<file path="config.mk">
export PLATFORM = sky130hd
export DESIGN_NAME = pcie_data_link
export DESIGN_NICKNAME = d
export VERILOG_FILES = /design/src/hdl/dll_pkg.sv /design/src/hdl/rx_descrambler.sv /design/src/hdl/dllp_crc16.sv /design/src/hdl/dllp_receiver.sv /design/src/hdl/partner_credit_store.sv /design/src/hdl/dllp_transmitter.sv /design/src/hdl/fc_init_control.sv /design/src/hdl/pcie_data_link.sv
export SDC_FILE = /design/constraint.sdc
export NUM_CORES = 1
export LEC_CHECK = 0
export ABC_AREA = 0
export BUFFER_PORTS_ARGS = -buffer_cell sky130_fd_sc_hd__buf_4
export CAP_MARGIN = 20
export CORE_MARGIN = 4
export CORE_UTILIZATION = 55
export CTS_BUF_LIST = sky130_fd_sc_hd__clkbuf_2 sky130_fd_sc_hd__clkbuf_4 sky130_fd_sc_hd__clkbuf_8
export CTS_CLUSTER_SIZE = 30
export DETAILED_ROUTE_END_ITERATION = 16
export PLACE_DENSITY = 0.78
export SETUP_SLACK_MARGIN = 0.4
export SYNTH_ARGS = -nofsm -noshare
export SYNTH_HDL_FRONTEND = slang
export SYNTH_SLANG_ARGS = --single-unit
</file>
<file path="constraint.sdc">
create_clock -name clk -period 2.1 [get_ports clk]
set_input_delay 0.63 -clock clk [delete_from_list [all_inputs] [get_ports clk]]
set_output_delay 0.63 -clock clk [all_outputs]
set_load 0.01 [all_outputs]
</file>
<file path="src/hdl/dll_pkg.sv">
package dll_pkg;

	////////////////////////////////////////////////////////////
	// Field widths

	localparam int hdr_w     = 8;
	localparam int data_w    = 12;
	localparam int payload_w = 24;

	// Credit fields inside a flow control DLLP payload
	localparam int fc_hdr_msb  = 21;
	localparam int fc_hdr_lsb  = 14;
	localparam int fc_data_msb = 11;

	////////////////////////////////////////////////////////////
	// Symbol codes and scrambler values

	localparam logic [7:0] k_sdp = 8'h5c;
	localparam logic [7:0] k_end = 8'hfd;
	localparam logic [7:0] k_com = 8'hbc;
	localparam logic [7:0] k_skp = 8'h1c;
	localparam logic [7:0] k_stp = 8'hfb;

	localparam logic [15:0] scrambler_seed      = 16'hffff;
	// LFSR state one step past the seed, loaded on a plain comma
	localparam logic [15:0] scrambler_after_com = 16'he817;

	////////////////////////////////////////////////////////////
	// Credits we advertise, zero means infinite

	localparam logic [hdr_w-1:0]  adv_hdr_p    = 8'd32;
	localparam logic [data_w-1:0] adv_data_p   = 12'd2047;
	localparam logic [hdr_w-1:0]  adv_hdr_np   = 8'd32;
	localparam logic [data_w-1:0] adv_data_np  = 12'd2047;
	localparam logic [hdr_w-1:0]  adv_hdr_cpl  = 8'd0;
	localparam logic [data_w-1:0] adv_data_cpl = 12'd0;

	////////////////////////////////////////////////////////////
	// Enumerations

	// DLLP types for VC0, low 3 bits are the VC number
	typedef enum logic [7:0] {
		dllp_ack         = 8'h00,
		dllp_nak         = 8'h10,
		dllp_initfc1_p   = 8'h40,
		dllp_initfc1_np  = 8'h50,
		dllp_initfc1_cpl = 8'h60,
		dllp_initfc2_p   = 8'hc0,
		dllp_initfc2_np  = 8'hd0,
		dllp_initfc2_cpl = 8'he0,
		dllp_updatefc_p  = 8'h80,
		dllp_updatefc_np = 8'h90,
		dllp_updatefc_cpl = 8'ha0
	} dllp_type_t;

	typedef enum logic [1:0] {
		rx_idle,
		rx_dllp_1,
		rx_dllp_2,
		rx_crc_end
	} rx_state_t;

	typedef enum logic [2:0] {
		tx_idle,
		tx_skip,
		tx_dllp_1,
		tx_dllp_2,
		tx_dllp_3
	} tx_state_t;

	typedef enum logic [1:0] {
		dl_inactive,
		dl_init,
		dl_active
	} dl_state_t;

	typedef enum logic [2:0] {
		fc_init1_p,
		fc_init1_np,
		fc_init1_cpl,
		fc_init2_p,
		fc_init2_np,
		fc_init2_cpl,
		fc_done
	} fc_step_t;

endpackage

</file>
<file path="src/hdl/rx_descrambler.sv">
`timescale 1ns/1ps

module rx_descrambler import dll_pkg::*; (
	input  logic        clk,
	input  logic        rst_n,

	// Lane word from the SERDES
	input  logic [15:0] rx_data,
	input  logic [1:0]  rx_charisk,
	input  logic [1:0]  rx_err,

	// Registered, descrambled word
	output logic [15:0] rx_word,
	output logic [1:0]  rx_k,
	output logic        rx_symbol_err
);

	logic [15:0] lfsr;
	logic [15:0] lfsr_next;
	logic [15:0] scr_out;
	logic        com_lane0;
	logic        skp_lane1;
	logic        skp_pair;

	////////////////////////////////////////////////////////////
	// LFSR, 16 steps per clock

	// Output bit is the MSB, feedback taps folded in as XOR 1Ch
	always_comb begin
		lfsr_next = lfsr;
		scr_out   = '0;
		for (int i = 0; i < 16; i++) begin
			scr_out[i] = lfsr_next[15];
			if (scr_out[i])
				lfsr_next = ((lfsr_next ^ 16'h001c) << 1) | 16'h0001;
			else
				lfsr_next = lfsr_next << 1;
		end
	end

	// Ordered set decode on the raw lane
	assign com_lane0 = rx_charisk[0] && (rx_data[7:0] == k_com);
	assign skp_lane1 = rx_charisk[1] && (rx_data[15:8] == k_skp);
	assign skp_pair  = (rx_charisk == 2'b11) && (rx_data == {k_skp, k_skp});

	////////////////////////////////////////////////////////////
	// Descramble and register

	always_ff @(posedge clk or negedge rst_n) begin
		if (!rst_n) begin
			lfsr          <= scrambler_seed;
			rx_word       <= '0;
			rx_k          <= '0;
			rx_symbol_err <= 1'b0;
		end else begin
			rx_k          <= rx_charisk;
			rx_symbol_err <= |rx_err;

			// K symbols bypass the scrambler, data bytes do not
			rx_word[7:0]  <= rx_charisk[0] ? rx_data[7:0] : rx_data[7:0] ^ scr_out[7:0];
			rx_word[15:8] <= rx_charisk[1] ? rx_data[15:8] : rx_data[15:8] ^ scr_out[15:8];

			// A comma resyncs the sequence
			if (com_lane0)
				lfsr <= skp_lane1 ? scrambler_seed : scrambler_after_com;
			// Skips do not advance the LFSR
			else if (!skp_pair)
				lfsr <= lfsr_next;
		end
	end

endmodule

</file>
<file path="src/hdl/dllp_crc16.sv">
`timescale 1ns/1ps

module dllp_crc16 import dll_pkg::*; (
	input  logic        clk,
	input  logic        rst_n,
	input  logic        first_phase,
	input  logic        second_phase,
	input  logic [15:0] data_first,
	input  logic [15:0] data_second,
	output logic [15:0] crc
);

	logic [15:0] crc_state;

	// Two bytes per step, low byte first, each byte LSB first
	function automatic logic [15:0] crc_step(input logic [15:0] c, input logic [15:0] d);
		logic [15:0] r;
		logic        fb;
		r = c;
		for (int i = 0; i < 16; i++) begin
			fb = r[15] ^ d[i];
			r  = r << 1;
			if (fb)
				r = r ^ 16'h100b;
		end
		return r;
	endfunction

	// Phase 1 starts from the seed, phase 2 continues from it
	always_ff @(posedge clk or negedge rst_n) begin
		if (!rst_n)
			crc_state <= scrambler_seed;
		else if (first_phase)
			crc_state <= crc_step(16'hffff, data_first);
		else if (second_phase)
			crc_state <= crc_step(crc_state, data_second);
	end

	// Complemented, bits reversed within each byte
	always_comb begin
		for (int i = 0; i < 8; i++) begin
			crc[15 - i] = ~crc_state[8 + i];
			crc[7 - i]  = ~crc_state[i];
		end
	end

endmodule

</file>
<file path="src/hdl/dllp_receiver.sv">
`timescale 1ns/1ps

module dllp_receiver import dll_pkg::*; (
	input  logic                 clk,
	input  logic                 rst_n,
	input  logic                 link_up,
	input  logic [15:0]          rx_word,
	input  logic [1:0]           rx_k,
	input  logic                 rx_symbol_err,
	output logic                 dllp_valid,
	output dllp_type_t           dllp_type,
	output logic [payload_w-1:0] dllp_payload
);

	rx_state_t   rx_state;
	logic [7:0]  crc_hi;
	logic [15:0] crc_calc;
	logic        sdp_start;
	logic        abort;

	// SDP must sit alone in lane 0
	assign sdp_start = (rx_k == 2'b01) && (rx_word[7:0] == k_sdp);

	// Errors, link loss and TLP starts drop the frame
	assign abort = rx_symbol_err || !link_up || (rx_k[0] && rx_word[7:0] == k_stp);

	////////////////////////////////////////////////////////////
	// CRC over type and payload

	dllp_crc16 crc_inst (
		.clk          (clk),
		.rst_n        (rst_n),
		.first_phase  (rx_state == rx_dllp_1),
		.second_phase (rx_state == rx_dllp_2),
		.data_first   ({rx_word[7:0], dllp_type}),
		.data_second  ({rx_word[7:0], dllp_payload[15:8]}),
		.crc          (crc_calc)
	);

	////////////////////////////////////////////////////////////
	// Framing FSM

	always_ff @(posedge clk or negedge rst_n) begin
		if (!rst_n) begin
			rx_state   <= rx_idle;
			dllp_valid <= 1'b0;
		end else begin
			dllp_valid <= 1'b0;
			case (rx_state)
				rx_idle: begin
					if (sdp_start)
						rx_state <= rx_dllp_1;
				end
				// Payload bytes 2 and 1
				rx_dllp_1: begin
					rx_state <= (rx_k == 2'b00) ? rx_dllp_2 : rx_idle;
				end
				// Payload byte 0 and CRC high
				rx_dllp_2: begin
					rx_state <= (rx_k == 2'b00) ? rx_crc_end : rx_idle;
				end
				// CRC low with END in lane 1
				rx_crc_end: begin
					if ((rx_k == 2'b10) && (rx_word[15:8] == k_end)
						&& (crc_calc == {crc_hi, rx_word[7:0]}))
						dllp_valid <= 1'b1;
					rx_state <= rx_idle;
				end
				default: rx_state <= rx_idle;
			endcase
			if (abort)
				rx_state <= rx_idle;
		end
	end

	// Frame contents, held until the next SDP
	always_ff @(posedge clk) begin
		if (rx_state == rx_idle && sdp_start)
			dllp_type <= dllp_type_t'(rx_word[15:8]);
		if (rx_state == rx_dllp_1)
			dllp_payload[23:8] <= {rx_word[7:0], rx_word[15:8]};
		if (rx_state == rx_dllp_2) begin
			dllp_payload[7:0] <= rx_word[7:0];
			crc_hi            <= rx_word[15:8];
		end
	end

endmodule

</file>
<file path="src/hdl/partner_credit_store.sv">
`timescale 1ns/1ps

module partner_credit_store import dll_pkg::*; (
	input  logic                 clk,
	input  logic                 rst_n,
	input  logic                 dllp_valid,
	input  dllp_type_t           dllp_type,
	input  logic [payload_w-1:0] dllp_payload,
	input  logic                 clear_fi2,
	input  logic                 link_active,
	output logic                 credits_seen,
	output logic                 fi2_seen,
	output logic [hdr_w-1:0]     hdr_p,
	output logic [data_w-1:0]    data_p,
	output logic [hdr_w-1:0]     hdr_np,
	output logic [data_w-1:0]    data_np,
	output logic [hdr_w-1:0]     hdr_cpl,
	output logic [data_w-1:0]    data_cpl
);

	logic seen_p;
	logic seen_np;
	logic seen_cpl;

	assign credits_seen = seen_p && seen_np && seen_cpl;

	always_ff @(posedge clk or negedge rst_n) begin
		if (!rst_n) begin
			{seen_p, seen_np, seen_cpl} <= '0;
			fi2_seen <= 1'b0;
			{hdr_p, data_p, hdr_np, data_np, hdr_cpl, data_cpl} <= '0;
		end else begin
			if (clear_fi2 || !link_active)
				fi2_seen <= 1'b0;
			if (dllp_valid) begin
				case (dllp_type)
					// Only the first InitFC1 of each class is taken
					dllp_initfc1_p: begin
						if (!seen_p) begin
							seen_p <= 1'b1;
							hdr_p  <= dllp_payload[fc_hdr_msb:fc_hdr_lsb];
							data_p <= dllp_payload[fc_data_msb:0];
						end
					end
					dllp_initfc1_np: begin
						if (!seen_np) begin
							seen_np <= 1'b1;
							hdr_np  <= dllp_payload[fc_hdr_msb:fc_hdr_lsb];
							data_np <= dllp_payload[fc_data_msb:0];
						end
					end
					dllp_initfc1_cpl: begin
						if (!seen_cpl) begin
							seen_cpl <= 1'b1;
							hdr_cpl  <= dllp_payload[fc_hdr_msb:fc_hdr_lsb];
							data_cpl <= dllp_payload[fc_data_msb:0];
						end
					end
					// Partner reached FI2, overrides a clear in the same cycle
					dllp_initfc2_p, dllp_initfc2_np, dllp_initfc2_cpl,
					dllp_updatefc_p, dllp_updatefc_np, dllp_updatefc_cpl:
						fi2_seen <= 1'b1;
					default: ;
				endcase
			end
		end
	end

endmodule

</file>
<file path="src/hdl/dllp_transmitter.sv">
`timescale 1ns/1ps

module dllp_transmitter import dll_pkg::*; (
	input  logic                 clk,
	input  logic                 rst_n,

	// DLLP request from the FC controller
	input  logic                 tx_req,
	input  dllp_type_t           tx_type,
	input  logic [payload_w-1:0] tx_payload,
	output logic                 tx_ack,

	// Skip window
	input  logic                 tx_skip_req,
	output logic                 tx_skip_ack,
	input  logic                 tx_skip_done,

	// Lane word to the SERDES
	output logic [15:0]          tx_data,
	output logic [1:0]           tx_charisk
);

	tx_state_t   tx_state;
	logic [15:0] crc;
	logic        start;

	// Skip wins over a waiting DLLP
	assign start = (tx_state == tx_idle) && tx_req && !tx_skip_req;

	// CRC starts as the SDP word goes out, ready for word 3
	dllp_crc16 crc_inst (
		.clk          (clk),
		.rst_n        (rst_n),
		.first_phase  (start),
		.second_phase (tx_state == tx_dllp_1),
		.data_first   ({tx_payload[23:16], tx_type}),
		.data_second  ({tx_payload[7:0], tx_payload[15:8]}),
		.crc          (crc)
	);

	always_ff @(posedge clk or negedge rst_n) begin
		if (!rst_n) begin
			tx_state    <= tx_idle;
			tx_data     <= '0;
			tx_charisk  <= '0;
			tx_ack      <= 1'b0;
			tx_skip_ack <= 1'b0;
		end else begin
			tx_ack      <= 1'b0;
			tx_skip_ack <= 1'b0;
			case (tx_state)
				// Logical idle is all zero data
				tx_idle: begin
					tx_data    <= '0;
					tx_charisk <= '0;
					if (tx_skip_req) begin
						tx_skip_ack <= 1'b1;
						tx_state    <= tx_skip;
					end else if (tx_req) begin
						tx_data    <= {tx_type, k_sdp};
						tx_charisk <= 2'b01;
						tx_state   <= tx_dllp_1;
					end
				end
				// Lane is owned by the skip generator
				tx_skip: begin
					if (tx_skip_done)
						tx_state <= tx_idle;
				end
				tx_dllp_1: begin
					tx_data    <= {tx_payload[15:8], tx_payload[23:16]};
					tx_charisk <= 2'b00;
					tx_state   <= tx_dllp_2;
				end
				// Request is released on this word
				tx_dllp_2: begin
					tx_data    <= {crc[15:8], tx_payload[7:0]};
					tx_charisk <= 2'b00;
					tx_ack     <= 1'b1;
					tx_state   <= tx_dllp_3;
				end
				tx_dllp_3: begin
					tx_data    <= {k_end, crc[7:0]};
					tx_charisk <= 2'b10;
					tx_state   <= tx_idle;
				end
				default: tx_state <= tx_idle;
			endcase
		end
	end

endmodule

</file>
<file path="src/hdl/fc_init_control.sv">
`timescale 1ns/1ps

module fc_init_control import dll_pkg::*; #(
	parameter int fc_update_interval = 3249
) (
	input  logic                 clk,
	input  logic                 rst_n,
	input  logic                 link_up,
	input  logic [15:0]          rx_word,
	input  logic [1:0]           rx_k,
	input  logic                 rx_symbol_err,
	input  logic                 credits_seen,
	input  logic                 fi2_seen,
	output logic                 clear_fi2,
	output logic                 tx_req,
	output dllp_type_t           tx_type,
	output logic [payload_w-1:0] tx_payload,
	input  logic                 tx_ack,
	output logic                 dl_link_up
);

	// Extra bit so the timer can run past the limit while a DLLP is pending
	localparam int timer_w = $clog2(fc_update_interval + 1) + 1;
	localparam logic [timer_w-1:0] timer_max = timer_w'(fc_update_interval);

	function automatic logic [payload_w-1:0] fc_payload(input logic [hdr_w-1:0] hdr,
		input logic [data_w-1:0] data);
		logic [payload_w-1:0] p;
		p = '0;
		p[fc_hdr_msb:fc_hdr_lsb] = hdr;
		p[fc_data_msb:0] = data;
		return p;
	endfunction

	localparam logic [payload_w-1:0] payload_p   = fc_payload(adv_hdr_p, adv_data_p);
	localparam logic [payload_w-1:0] payload_np  = fc_payload(adv_hdr_np, adv_data_np);
	localparam logic [payload_w-1:0] payload_cpl = fc_payload(adv_hdr_cpl, adv_data_cpl);

	dl_state_t          dl_state;
	fc_step_t           fc_step;
	logic               upd_np;
	logic [2:0]         idle_count;
	logic [timer_w-1:0] fc_timer;
	logic               rx_idle_word;

	assign rx_idle_word = (rx_word == 16'h0000) && (rx_k == 2'b00) && !rx_symbol_err;

	////////////////////////////////////////////////////////////
	// DLLP selected by the current step

	// Only changes after an ack, so stable while tx_req is high
	always_comb begin
		tx_type    = dllp_updatefc_p;
		tx_payload = payload_p;
		case (fc_step)
			fc_init1_p:   tx_type = dllp_initfc1_p;
			fc_init1_np: begin
				tx_type    = dllp_initfc1_np;
				tx_payload = payload_np;
			end
			fc_init1_cpl: begin
				tx_type    = dllp_initfc1_cpl;
				tx_payload = payload_cpl;
			end
			fc_init2_p:   tx_type = dllp_initfc2_p;
			fc_init2_np: begin
				tx_type    = dllp_initfc2_np;
				tx_payload = payload_np;
			end
			fc_init2_cpl: begin
				tx_type    = dllp_initfc2_cpl;
				tx_payload = payload_cpl;
			end
			// Completions are infinite, no UpdateFC-Cpl
			default: begin
				if (upd_np) begin
					tx_type    = dllp_updatefc_np;
					tx_payload = payload_np;
				end
			end
		endcase
	end

	////////////////////////////////////////////////////////////
	// Link state FSM

	always_ff @(posedge clk or negedge rst_n) begin
		if (!rst_n) begin
			dl_state   <= dl_inactive;
			fc_step    <= fc_init1_p;
			upd_np     <= 1'b0;
			idle_count <= '0;
			fc_timer   <= '0;
			tx_req     <= 1'b0;
			clear_fi2  <= 1'b0;
			dl_link_up <= 1'b0;
		end else begin
			clear_fi2 <= 1'b0;
			case (dl_state)
				// Wait for 8 idle words in a row
				dl_inactive: begin
					tx_req     <= 1'b0;
					dl_link_up <= 1'b0;
					fc_step    <= fc_init1_p;
					if (link_up && rx_idle_word) begin
						idle_count <= idle_count + 3'd1;
						if (idle_count == 3'd7) begin
							dl_state <= dl_init;
							tx_req   <= 1'b1;
						end
					end else
						idle_count <= '0;
				end
				// Step through the InitFC DLLPs, one per ack
				dl_init: begin
					if (tx_ack) begin
						case (fc_step)
							fc_init1_p:  fc_step <= fc_init1_np;
							fc_init1_np: fc_step <= fc_init1_cpl;
							fc_init1_cpl: begin
								if (credits_seen) begin
									fc_step   <= fc_init2_p;
									clear_fi2 <= 1'b1;
								end else
									fc_step <= fc_init1_p;
							end
							fc_init2_p:  fc_step <= fc_init2_np;
							fc_init2_np: fc_step <= fc_init2_cpl;
							fc_init2_cpl: begin
								if (fi2_seen) begin
									fc_step    <= fc_done;
									dl_state   <= dl_active;
									dl_link_up <= 1'b1;
									tx_req     <= 1'b0;
									upd_np     <= 1'b0;
									fc_timer   <= '0;
								end else
									fc_step <= fc_init2_p;
							end
							default: fc_step <= fc_init1_p;
						endcase
					end
				end
				// Periodic UpdateFC-P, NP chained right behind it
				dl_active: begin
					fc_timer <= fc_timer + timer_w'(1);
					if (tx_ack) begin
						upd_np <= !upd_np;
						tx_req <= !upd_np;
					end else if (!tx_req && (fc_timer >= timer_max)) begin
						tx_req   <= 1'b1;
						fc_timer <= '0;
					end
				end
				default: dl_state <= dl_inactive;
			endcase

			// Link loss drops straight back to inactive
			if ((dl_state != dl_inactive) && !link_up) begin
				dl_state   <= dl_inactive;
				dl_link_up <= 1'b0;
				tx_req     <= 1'b0;
				idle_count <= '0;
			end
		end
	end

endmodule

</file>
<file path="src/hdl/pcie_data_link.sv">
`timescale 1ns/1ps

module pcie_data_link #(
	parameter int fc_update_interval = 3249
) (
	input  logic        clk,
	input  logic        rst_n,
	input  logic        link_up,

	// Lane from the SERDES
	input  logic [15:0] rx_data,
	input  logic [1:0]  rx_charisk,
	input  logic [1:0]  rx_err,

	// Lane to the SERDES
	output logic [15:0] tx_data,
	output logic [1:0]  tx_charisk,

	// Skip window
	input  logic        tx_skip_req,
	output logic        tx_skip_ack,
	input  logic        tx_skip_done,

	output logic        dl_link_up,

	// Partner credits from InitFC1
	output logic [7:0]  hdr_p,
	output logic [11:0] data_p,
	output logic [7:0]  hdr_np,
	output logic [11:0] data_np,
	output logic [7:0]  hdr_cpl,
	output logic [11:0] data_cpl
);

	logic [15:0]          rx_word;
	logic [1:0]           rx_k;
	logic                 rx_symbol_err;
	logic                 dllp_valid;
	dll_pkg::dllp_type_t  dllp_type;
	logic [23:0]          dllp_payload;
	logic                 credits_seen;
	logic                 fi2_seen;
	logic                 clear_fi2;
	logic                 tx_req;
	dll_pkg::dllp_type_t  tx_type;
	logic [23:0]          tx_payload;
	logic                 tx_ack;

	////////////////////////////////////////////////////////////
	// Receive side

	rx_descrambler rx_descrambler_inst (
		.clk           (clk),
		.rst_n         (rst_n),
		.rx_data       (rx_data),
		.rx_charisk    (rx_charisk),
		.rx_err        (rx_err),
		.rx_word       (rx_word),
		.rx_k          (rx_k),
		.rx_symbol_err (rx_symbol_err)
	);

	dllp_receiver dllp_receiver_inst (
		.clk           (clk),
		.rst_n         (rst_n),
		.link_up       (link_up),
		.rx_word       (rx_word),
		.rx_k          (rx_k),
		.rx_symbol_err (rx_symbol_err),
		.dllp_valid    (dllp_valid),
		.dllp_type     (dllp_type),
		.dllp_payload  (dllp_payload)
	);

	partner_credit_store partner_credit_store_inst (
		.clk          (clk),
		.rst_n        (rst_n),
		.dllp_valid   (dllp_valid),
		.dllp_type    (dllp_type),
		.dllp_payload (dllp_payload),
		.clear_fi2    (clear_fi2),
		.link_active  (link_up),
		.credits_seen (credits_seen),
		.fi2_seen     (fi2_seen),
		.hdr_p        (hdr_p),
		.data_p       (data_p),
		.hdr_np       (hdr_np),
		.data_np      (data_np),
		.hdr_cpl      (hdr_cpl),
		.data_cpl     (data_cpl)
	);

	////////////////////////////////////////////////////////////
	// Flow control and transmit side

	fc_init_control #(
		.fc_update_interval (fc_update_interval)
	) fc_init_control_inst (
		.clk           (clk),
		.rst_n         (rst_n),
		.link_up       (link_up),
		.rx_word       (rx_word),
		.rx_k          (rx_k),
		.rx_symbol_err (rx_symbol_err),
		.credits_seen  (credits_seen),
		.fi2_seen      (fi2_seen),
		.clear_fi2     (clear_fi2),
		.tx_req        (tx_req),
		.tx_type       (tx_type),
		.tx_payload    (tx_payload),
		.tx_ack        (tx_ack),
		.dl_link_up    (dl_link_up)
	);

	dllp_transmitter dllp_transmitter_inst (
		.clk          (clk),
		.rst_n        (rst_n),
		.tx_req       (tx_req),
		.tx_type      (tx_type),
		.tx_payload   (tx_payload),
		.tx_ack       (tx_ack),
		.tx_skip_req  (tx_skip_req),
		.tx_skip_ack  (tx_skip_ack),
		.tx_skip_done (tx_skip_done),
		.tx_data      (tx_data),
		.tx_charisk   (tx_charisk)
	);

endmodule

</file>
==> flow_summary.json, run 1 <==
{
  "syn_area_um2": 11800,
  "path_clk_slew_ns": 0.06,
  "grt_max_degree": 42,
  "numPortBuffers": 104,
  "drt-initial-drc-count": 1135,
  "gp_congestion": 0.919,
  "layout.cells.most_common": "buf_4",
  "area_delta_synth_final_pct": 50.6,
  "reg2regPathDepth": 10,
  "ant_nets": 0,
  "drv_cap": 0,
  "clock.fmax_mhz": 435,
  "ys_warn_count": 0,
  "grt_pass1_vias": 9860,
  "reg2reg_from": "dllp_receiver_inst.dllp_type[0]",
  "core_um2": 21000,
  "place_inst": 1503,
  "setup_ws_ns": -0.200,
  "wl_met1_mm": 15.5,
  "wl_mm": 42.7,
  "root_buffer": "clkbuf_8",
  "violations": "negative setup slack",
  "drc_errors": 0,
  "cts_buffers": 37,
  "setup_viol": 68,
  "r2r_setup_slack_ns": -0.20,
  "synth-edff-count": 38,
  "clk_latency_ns": 0.55,
  "die_h_um": 154,
  "cpLargestDelayFamily": "simple AND/OR/NAND/NOR gates",
  "via_per_inst": 6.12,
  "syn_avg_cell_area_um2": 11.0,
  "p_leak_nw": 7.85,
  "path_cells": "inv_1, ha_4, nand3_2, or3b_4, nor2_4, nand2_2, nor2_4, buf_12, clkbuf_16, mux2_4",
  "worstSetupEndpointType": "flip-flop",
  "status": "finished, violations left",
  "path_max_fanout": 5,
  "p_sw_share_pct": 36.0,
  "combPwrFrac_pct": 41.1,
  "crit_path_start_kind": "flip-flop",
  "p_switching_mw": 6.06,
  "cts-htree-levels": 2,
  "overflow": 0,
  "wl_met3_mm": 3.68,
  "nets": 1477,
  "r2r-end": "partner_credit_store_inst.data_np[0]",
  "finalClockSkew_ns": 0.0300,
  "clkPwrFrac_pct": 25.2,
  "antenna_found_initial": 0,
  "highest_layer": "met4",
  "fill_cells": 910,
  "io_pins": 105,
  "ys_types": 67,
  "p_int_mw": 10.8,
  "slew_violations": 0,
  "p_seq_share_pct": 33.7,
  "initial_utilization_pct": 56.0,
  "die_w_um": 154,
  "power_density_nw_per_um2": 948,
  "fin_cells": 1741,
  "dieArea_um2": 23800,
  "final_util_pct": 84.3,
  "first_pass_iters": 7,
  "finalCritPeriodShare_pct": 110,
  "row_count": 53,
  "diodes": 0,
  "hold_buffers": 0,
  "ys_ff_latch": 220,
  "critPathKind": "reg -> reg",
  "cpMostUsedCell": "nor2_4",
  "dp_hpwl_mm": 20.9,
  "final_cell_mix": "244 x buf_4, 125 x dfrtp_1, 115 x buf_6",
  "worstMarginPinSlew_ns": 0.621,
  "vias": 10700,
  "gr-usage-all-layers_pct": 27.8,
  "crit_required_ns": 2.51,
  "ys_async_sr_fraction_pct": 82.7,
  "wire_per_inst_um": 24.5,
  "cts.sinks": 220,
  "grt_pass1_wl_mm": 53.1,
  "hp-class": "in -> async",
  "rsz0062_at_grt": "true",
  "cts_tree": "built",
  "path_buf_inv": 3,
  "cts_buffer_depth": 3,
  "hold_viol": 0,
  "syn_nets": 1110,
  "worstPathArrival_ns": 2.71,
  "vdd.ir_drop.worst_v": 0.00120,
  "met2_length_mm": 21.2,
  "post-place-ws_ns": -0.273,
  "synthFlopType": "dfrtp_1",
  "ys_seq_area_share_pct": 48.9,
  "final_layout_size_suffix_gt1_share_pct": 51.4,
  "syn_inst": 1072,
  "slowest_stage": "or3b_4",
  "slew_headroom_pct": 58.1,
  "slowest_delay_ns": 0.45,
  "post-route-min-period_ns": 2.30
}
## layer usage
metal  track usage, %  up-vias
li1                 -     4395
met2             48.5      778
met5                0        -
met1             36.4     5248
met3             4.17      232
met4             7.91        0
## layout make-up
cell class                      instances  area (um^2)  area share (%)
Clock buffer                           57          691            3.90
Sequential cell                       220         5770            32.5
Multi-Input combinational cell        751         7140            40.2
Tap cell                              275          344            1.94
Clock inverter                          9         98.8           0.558
Inverter                               53          203            1.14
Timing Repair Buffer                  376         3490            19.7
## worst max path at each step
stage | from | cells after the start | slack, ns | end
after floorplan | dllp_receiver_inst.dllp_type[0] | 9 | -0.05 | partner_credit_store_inst.data_np[0]
after global placement | rx_data[13] | 7 | -0.18 | rx_descrambler_inst.lfsr[5]
after detailed placement | rx_data[13] | 7 | -0.27 | rx_descrambler_inst.lfsr[8]
after CTS | dllp_receiver_inst.dllp_type[3] | 9 | -0.02 | partner_credit_store_inst.hdr_np[1]
after global routing | dllp_receiver_inst.dllp_type[0] | 10 | -0.27 | partner_credit_store_inst.data_np[0]
final | dllp_receiver_inst.dllp_type[0] | 10 | -0.20 | partner_credit_store_inst.data_np[0]
## cells by family (layout without fill, tap and decap cells)
kind of cell	count (synthesis)	count (layout)	share of synthesized area, %
AOI/OAI and AO/OA	198	199	10.0
xor gates and xnor gates	232	232	20.3
muxes	65	65	6.20
buffers and inverters	103	495	3.37
adders and majority gates	13	13	1.38
DFF	220	220	48.9
and+or+nand+nor	241	242	9.84
## sequential cells by signal (all words and copies together) (netlist names), 2 cells and up
register,count
dllp_receiver_inst.dllp_payload,22
dllp_receiver_inst.crc_inst.crc_state,16
dllp_transmitter_inst.crc_inst.crc_state,16
dllp_transmitter_inst.tx_data,16
rx_descrambler_inst.lfsr,16
rx_descrambler_inst.rx_word,16
fc_init_control_inst.fc_timer,13
partner_credit_store_inst.data_cpl,12
partner_credit_store_inst.data_np,12
partner_credit_store_inst.data_p,12
dllp_receiver_inst.crc_hi,8
dllp_receiver_inst.dllp_type,8
partner_credit_store_inst.hdr_cpl,8
partner_credit_store_inst.hdr_np,8
partner_credit_store_inst.hdr_p,8
dllp_transmitter_inst.tx_state,3
fc_init_control_inst.fc_step,3
fc_init_control_inst.idle_count,3
dllp_receiver_inst.rx_state,2
dllp_transmitter_inst.tx_charisk,2
fc_init_control_inst.dl_state,2
rx_descrambler_inst.rx_k,2
## repair_timing
action | CTS | global route
setup buffers | 90 | 74
pin swaps | 61 | 88
cloned | 5 | 3
gates resized for setup | 150 | 176
setup endpoints to repair | 189 | 228
## power groups by stage
stage	Sequential, mW	Clock [mW]	Combinational, mW
after floorplan	5.33	0	3.90
after global placement	5.59	0	4.71
after detailed placement	5.61	0	4.84
after CTS	5.58	4.13	5.26
after global routing	5.69	4.44	7.33
final	5.67	4.24	6.90
## synth_stat cells (all sizes together), types with 6 or more instances
| cell | number | area [um^2] |
|---|---|---|
| xnor2 | 166 | 1730 |
| dfrtp | 134 | 3350 |
| o21ai | 82 | 410 |
| nor2 | 70 | 263 |
| nand2 | 66 | 248 |
| xor2 | 65 | 633 |
| mux2 | 63 | 709 |
| a21oi | 53 | 265 |
| inv | 52 | 195 |
| dfstp | 48 | 1260 |
| clkbuf | 41 | 154 |
| edfxtp | 38 | 1140 |
| nand2b | 24 | 150 |
| nand3 | 21 | 105 |
| ha | 13 | 163 |
| o211ai | 13 | 97.6 |
| buf | 9 | 43.8 |
| nor4 | 9 | 56.3 |
| nand4 | 8 | 50.1 |
| nor2b | 8 | 50.1 |
| a22o | 7 | 61.3 |
| nor3 | 7 | 35.0 |
| and3 | 6 | 37.5 |
## per-stage QoR
| stage | hold WS (ns) | instance area (um^2) | power (mW) | TNS (ns) |
|---|---|---|---|---|
| after global placement | 0.425 | 14000 | 10.3 | -1.70 |
| after floorplan | 0.334 | 12300 | 9.23 | -0.543 |
| after global routing | 0.0635 | 17700 | 17.5 | -12.75 |
| after CTS | 0.0537 | 16300 | 15.0 | -0.103 |
| final | 0.0472 | 17700 | 16.8 | -7.92 |
| after detailed placement | 0.418 | 14000 | 10.4 | -2.90 |
## worst register-to-register path: stages, from the launching register on
cell and delay [ns]:
edfxtp_1 0.40, inv_1 0.13, ha_4 0.15, nand3_2 0.09, or3b_4 0.45, nor2_4 0.12, nand2_2 0.08, nor2_4 0.14
buf_12 0.14, clkbuf_16 0.15, mux2_4 0.30
Note: power is estimated with default switching activity, not from simulation.
==> run 2, diff against run 1 <==
--- a/config.mk
+++ b/config.mk
@@ -15,6 +15,7 @@
 export DETAILED_ROUTE_END_ITERATION = 16
 export PLACE_DENSITY = 0.78
 export SETUP_SLACK_MARGIN = 0.4
+export SKIP_CTS_REPAIR_TIMING = 1
 export SYNTH_ARGS = -nofsm -noshare
 export SYNTH_HDL_FRONTEND = slang
 export SYNTH_SLANG_ARGS = --single-unit
==> flow_summary.json, run 2 (synthesis results as in run 1) <==
{
  "wire_per_inst_um": 22.4,
  "critPathKind": "reg -> reg",
  "first_pass_iters": 9,
  "overflow": 0,
  "hold_viol": 0,
  "vias": 9903,
  "grt_max_degree": 42,
  "top_register": "dllp_receiver_inst.dllp_payload",
  "vdd.ir_drop.worst_v": 0.00145,
  "nets": 1427,
  "grt_pass1_vias": 8846,
  "die_w_um": 154,
  "p_int_mw": 10.9,
  "reg2regPathDepth": 9,
  "cts-htree-levels": 2,
  "met2_length_mm": 19.1,
  "worstMarginPinSlew_ns": 0.536,
  "p_switching_mw": 6.09,
  "clkPwrFrac_pct": 24.6,
  "finalCritPeriodShare_pct": 108,
  "place_inst": 1503,
  "via_per_inst": 5.86,
  "antenna_found_initial": 0,
  "dp_hpwl_mm": 20.9,
  "violations": "negative setup slack",
  "crit_required_ns": 2.49,
  "wl_met1_mm": 14.2,
  "worstPathArrival_ns": 2.65,
  "place_area_um2": 14000,
  "die_h_um": 154,
  "power_density_nw_per_um2": 992,
  "post-route-min-period_ns": 2.26,
  "p_seq_share_pct": 33.3,
  "hp-class": "in -> async",
  "ant_nets": 0,
  "path_max_fanout": 20,
  "clk_latency_ns": 0.55,
  "diodes": 0,
  "drc_errors": 0,
  "cts_buffer_depth": 3,
  "clock.fmax_mhz": 443,
  "p_leak_nw": 7.52,
  "row_count": 53,
  "cts_buffers": 37,
  "final_util_pct": 81.5,
  "cts.sinks": 220,
  "tns_ns": -6.26,
  "core_um2": 21000,
  "numPortBuffers": 104,
  "cts_tree": "built",
  "layout.cells.most_common": "buf_4",
  "setup_ws_ns": -0.158,
  "final_layout_size_suffix_gt1_share_pct": 48.2,
  "combPwrFrac_pct": 42.2,
  "slew_violations": 0,
  "initial_utilization_pct": 56.0,
  "wl_mm": 37.9,
  "status": "finished, violations left",
  "area_delta_synth_final_pct": 45.6,
  "rsz0062_at_grt": "true",
  "fin_cells": 1691,
  "p_sw_share_pct": 35.9,
  "io_pins": 105,
  "dieArea_um2": 23800,
  "highest_layer": "met4",
  "largest_register_ffs": 22,
  "path_clk_slew_ns": 0.07,
  "root_buffer": "clkbuf_8",
  "fin_area_um2": 17100,
  "fill_cells": 1030,
  "grt_pass1_wl_mm": 46.3,
  "worstSetupEndpointType": "flip-flop",
  "finalClockSkew_ns": 0.0415,
  "wl_met3_mm": 2.94,
  "drt-initial-drc-count": 892,
  "final_cell_mix": "203 x buf_4, 126 x dfrtp_1, 105 x xnor2_1",
  "crit_path_start_kind": "flip-flop",
  "hold_slack_ns": 0.0531,
  "slew_headroom_pct": 64.0,
  "drv_cap": 0,
  "gr-usage-all-layers_pct": 24.1,
  "gp_congestion": 0.919,
  "setup_viol": 64
}
[run 2: changes by cell type in the layout (fill, tap and decap cells not counted), moves of 4 or more]
cell / change
a221oi_1: +4
buf_6: -12
a221oi_2: -4
buf_4: -41
xnor2_2: -10
xnor2_1: +13
buf_12: +5
[run 2: power groups by stage]
stage	Clock [mW]	Sequential (mW)	Combinational (mW)
2_1_floorplan	0	5.33	3.90
3_3_place_gp	0	5.59	4.71
3_5_place_dp	0	5.61	4.84
4_1_cts	4.13	5.54	4.87
5_1_grt	4.42	5.67	7.58
6_report	4.18	5.65	7.16
[run 2: worst paths after layout]
check | startpoint | endpoint | slack, ns
hold reg to reg | fc_init_control_inst.clear_fi2 | partner_credit_store_inst.fi2_seen | 0.44
setup / recovery | dllp_receiver_inst.dllp_type[1] | partner_credit_store_inst.hdr_np[1] | -0.16
hold / removal | rst_n | fc_init_control_inst.fc_step[0] | 0.05
max in group asynchronous | rst_n | dllp_receiver_inst.crc_inst.crc_state[10] | 1.39
setup reg to reg | dllp_receiver_inst.dllp_type[1] | partner_credit_store_inst.hdr_np[1] | -0.16
min in group clk | rx_err[0] | rx_descrambler_inst.rx_symbol_err | 0.29
[run 2: worst max-delay path, stage by stage (launching register included)]
cell,delay (ns)
edfxtp_1,0.40
inv_1,0.11
ha_2,0.19
nand3_2,0.08
or3b_4,0.42
nor2_1,0.10
nand2_1,0.09
nor2_2,0.14
buf_12,0.22
mux2_4,0.33
[run 2: layout make-up]
class	count	area [um^2]	share of cell area, %
inverter	53	199	1.16
timing repair buffer	326	3090	18.0
tap	275	344	2.01
multi-input combinational	751	6940	40.5
sequential	220	5770	33.7
clock inverter	9	98.8	0.577
clock buffer	57	691	4.03
[run 2: layer usage]
metal / global-route usage [%] / vias to the layer above
li1: - / 4276
met5: 0 / -
met3: 4.14 / 159
met2: 38.9 / 589
met4: 7.36 / 0
met1: 33.6 / 4879
[run 2: metrics by stage]
stage	total power [mW]	worst slack (ns)
final	17.0	-0.158
after global routing	17.7	-0.237
after CTS	14.5	-0.0429
after detailed placement	10.4	-0.273
after global placement	10.3	-0.181
after floorplan	9.23	-0.0519
==> run 3, diff against run 2 <==
--- a/config.mk
+++ b/config.mk
@@ -19,3 +19,4 @@
 export SYNTH_ARGS = -nofsm -noshare
 export SYNTH_HDL_FRONTEND = slang
 export SYNTH_SLANG_ARGS = --single-unit
+export TNS_END_PERCENT = 10
==> flow_summary.json, run 3 (synthesis results as in run 1) <==
{
  "row_count": 53,
  "antenna_found_initial": 1,
  "grt_max_degree": 69,
  "drc_errors": 0,
  "p_switching_mw": 5.13,
  "via_per_inst": 5.56,
  "numPortBuffers": 104,
  "wire_per_inst_um": 19.3,
  "fin_area_um2": 15600,
  "final_util_pct": 74.0,
  "hold_viol": 0,
  "dieArea_um2": 23800,
  "clkPwrFrac_pct": 26.9,
  "gp_congestion": 0.928,
  "hold_end": "rx_descrambler_inst.rx_symbol_err",
  "vdd.ir_drop.worst_v": 0.00126,
  "slew_violations": 0,
  "p_leak_nw": 6.74,
  "cts_buffers": 37,
  "gr-usage-all-layers_pct": 23.7,
  "r2r_setup_slack_ns": -0.13,
  "grt_use_met2_pct": 37.9,
  "p_int_mw": 10.1,
  "reg2reg_from": "dllp_receiver_inst.dllp_type[3]",
  "cts-htree-levels": 2,
  "core_um2": 21000,
  "use_met1_pct": 33.1,
  "post-place-ws_ns": -0.366,
  "top_register": "dllp_receiver_inst.dllp_payload",
  "finalCritPeriodShare_pct": 106,
  "final_cell_mix": "134 x buf_4, 130 x dfrtp_1, 125 x xnor2_1",
  "place_area_um2": 13700,
  "met3_usage_pct": 4.67,
  "place_inst": 1519,
  "ant_nets": 0,
  "power_density_nw_per_um2": 977,
  "drv_cap": 0,
  "hp-class": "in -> reg",
  "cts_tree": "built",
  "cts_buffer_depth": 3,
  "initial_utilization_pct": 56.0,
  "diodes": 0,
  "area_delta_synth_final_pct": 32.2,
  "violations": "negative setup slack",
  "worstPathArrival_ns": 2.65,
  "hold_slack_ns": 0.295,
  "r2r-end": "partner_credit_store_inst.hdr_np[6]",
  "critPathKind": "reg -> reg",
  "vias": 8876,
  "hold-path-cell-count": 2,
  "path_max_fanout": 10,
  "io_pins": 105,
  "dp_hpwl_mm": 20.5,
  "report.power.total_mw": 15.2,
  "fin_cells": 1597,
  "slew_headroom_pct": 58.4,
  "path_clk_slew_ns": 0.07,
  "min_from": "rx_err[0]",
  "clock.fmax_mhz": 448,
  "combPwrFrac_pct": 37.0,
  "grt_pass1_wl_mm": 45.8,
  "clk_latency_ns": 0.54,
  "post-route-min-period_ns": 2.23,
  "busiest_layer": "met2",
  "setup_ws_ns": -0.134,
  "crit_required_ns": 2.51,
  "die_h_um": 154,
  "wl_mm": 30.8,
  "p_seq_share_pct": 36.1,
  "nets": 1331,
  "die_w_um": 154,
  "drt-initial-drc-count": 553,
  "tns_ns": -2.03,
  "rsz0062_at_grt": "true",
  "status": "finished, violations left",
  "p_sw_share_pct": 33.8,
  "reg2regPathDepth": 9,
  "first_pass_iters": 5,
  "fill_cells": 1337,
  "cp-startpoint": "dllp_receiver_inst.dllp_type[3]",
  "setup_viol": 31,
  "grt_pass1_vias": 8768,
  "worstSetupEndpointType": "flip-flop",
  "root_buffer": "clkbuf_8",
  "finalClockSkew_ns": 0.0190,
  "final_layout_size_suffix_gt1_share_pct": 39.8,
  "crit_path_start_kind": "flip-flop",
  "layout.cells.most_common": "buf_4",
  "cts.sinks": 220,
  "largest_register_ffs": 22,
  "overflow": 0,
  "worstMarginPinSlew_ns": 0.624
}
==> run 3: final cells by class <==
| cell class | count | area (um^2) | share of cell area [%] |
|---|---|---|---|
| clock buffer | 60 | 726 | 4.66 |
| clock inverter | 8 | 68.8 | 0.442 |
| inverter | 53 | 199 | 1.28 |
| multi-input combinational | 750 | 6270 | 40.3 |
| sequential | 220 | 5760 | 37.0 |
| tap | 275 | 344 | 2.21 |
| timing repair buffer | 231 | 2190 | 14.1 |
==> run 3: how the worst max path moves through the flow <==
stage | end | slack (ns) | depth (start not counted)
floorplan | rx_descrambler_inst.lfsr[10] | -0.06 | 8
global placement | rx_descrambler_inst.lfsr[8] | -0.29 | 7
detailed placement | rx_descrambler_inst.lfsr[5] | -0.37 | 7
CTS | partner_credit_store_inst.hdr_np[5] | -0.08 | 9
global route | partner_credit_store_inst.hdr_np[6] | -0.23 | 9
finish | partner_credit_store_inst.hdr_np[6] | -0.13 | 9
==> run 3: worst max-delay path, stage by stage (launching register included) <==
cell       delay [ns]
edfxtp_1         0.40
inv_1            0.09
ha_1             0.15
nand3_2          0.09
or3b_4           0.42
nor2_4           0.10
nand2_2          0.08
nor2_4           0.21
clkbuf_16        0.24
mux2_2           0.33
==> run 3: metal layers <==
metal	wire, um	up-vias
met5	13	-
met4	568	2
met3	2020	48
met2	15400	335
met1	12700	4398
li1	-	4093
==> run 3: power groups by stage <==
| stage | combinational, mW | clock [mW] | sequential (mW) |
|---|---|---|---|
| 2_1_floorplan | 3.80 | 0 | 5.32 |
| 3_3_place_gp | 4.75 | 0 | 5.52 |
| 3_5_place_dp | 4.87 | 0 | 5.54 |
| 4_1_cts | 4.92 | 4.14 | 5.47 |
| 5_1_grt | 6.17 | 4.37 | 5.53 |
| 6_report | 5.63 | 4.09 | 5.48 |
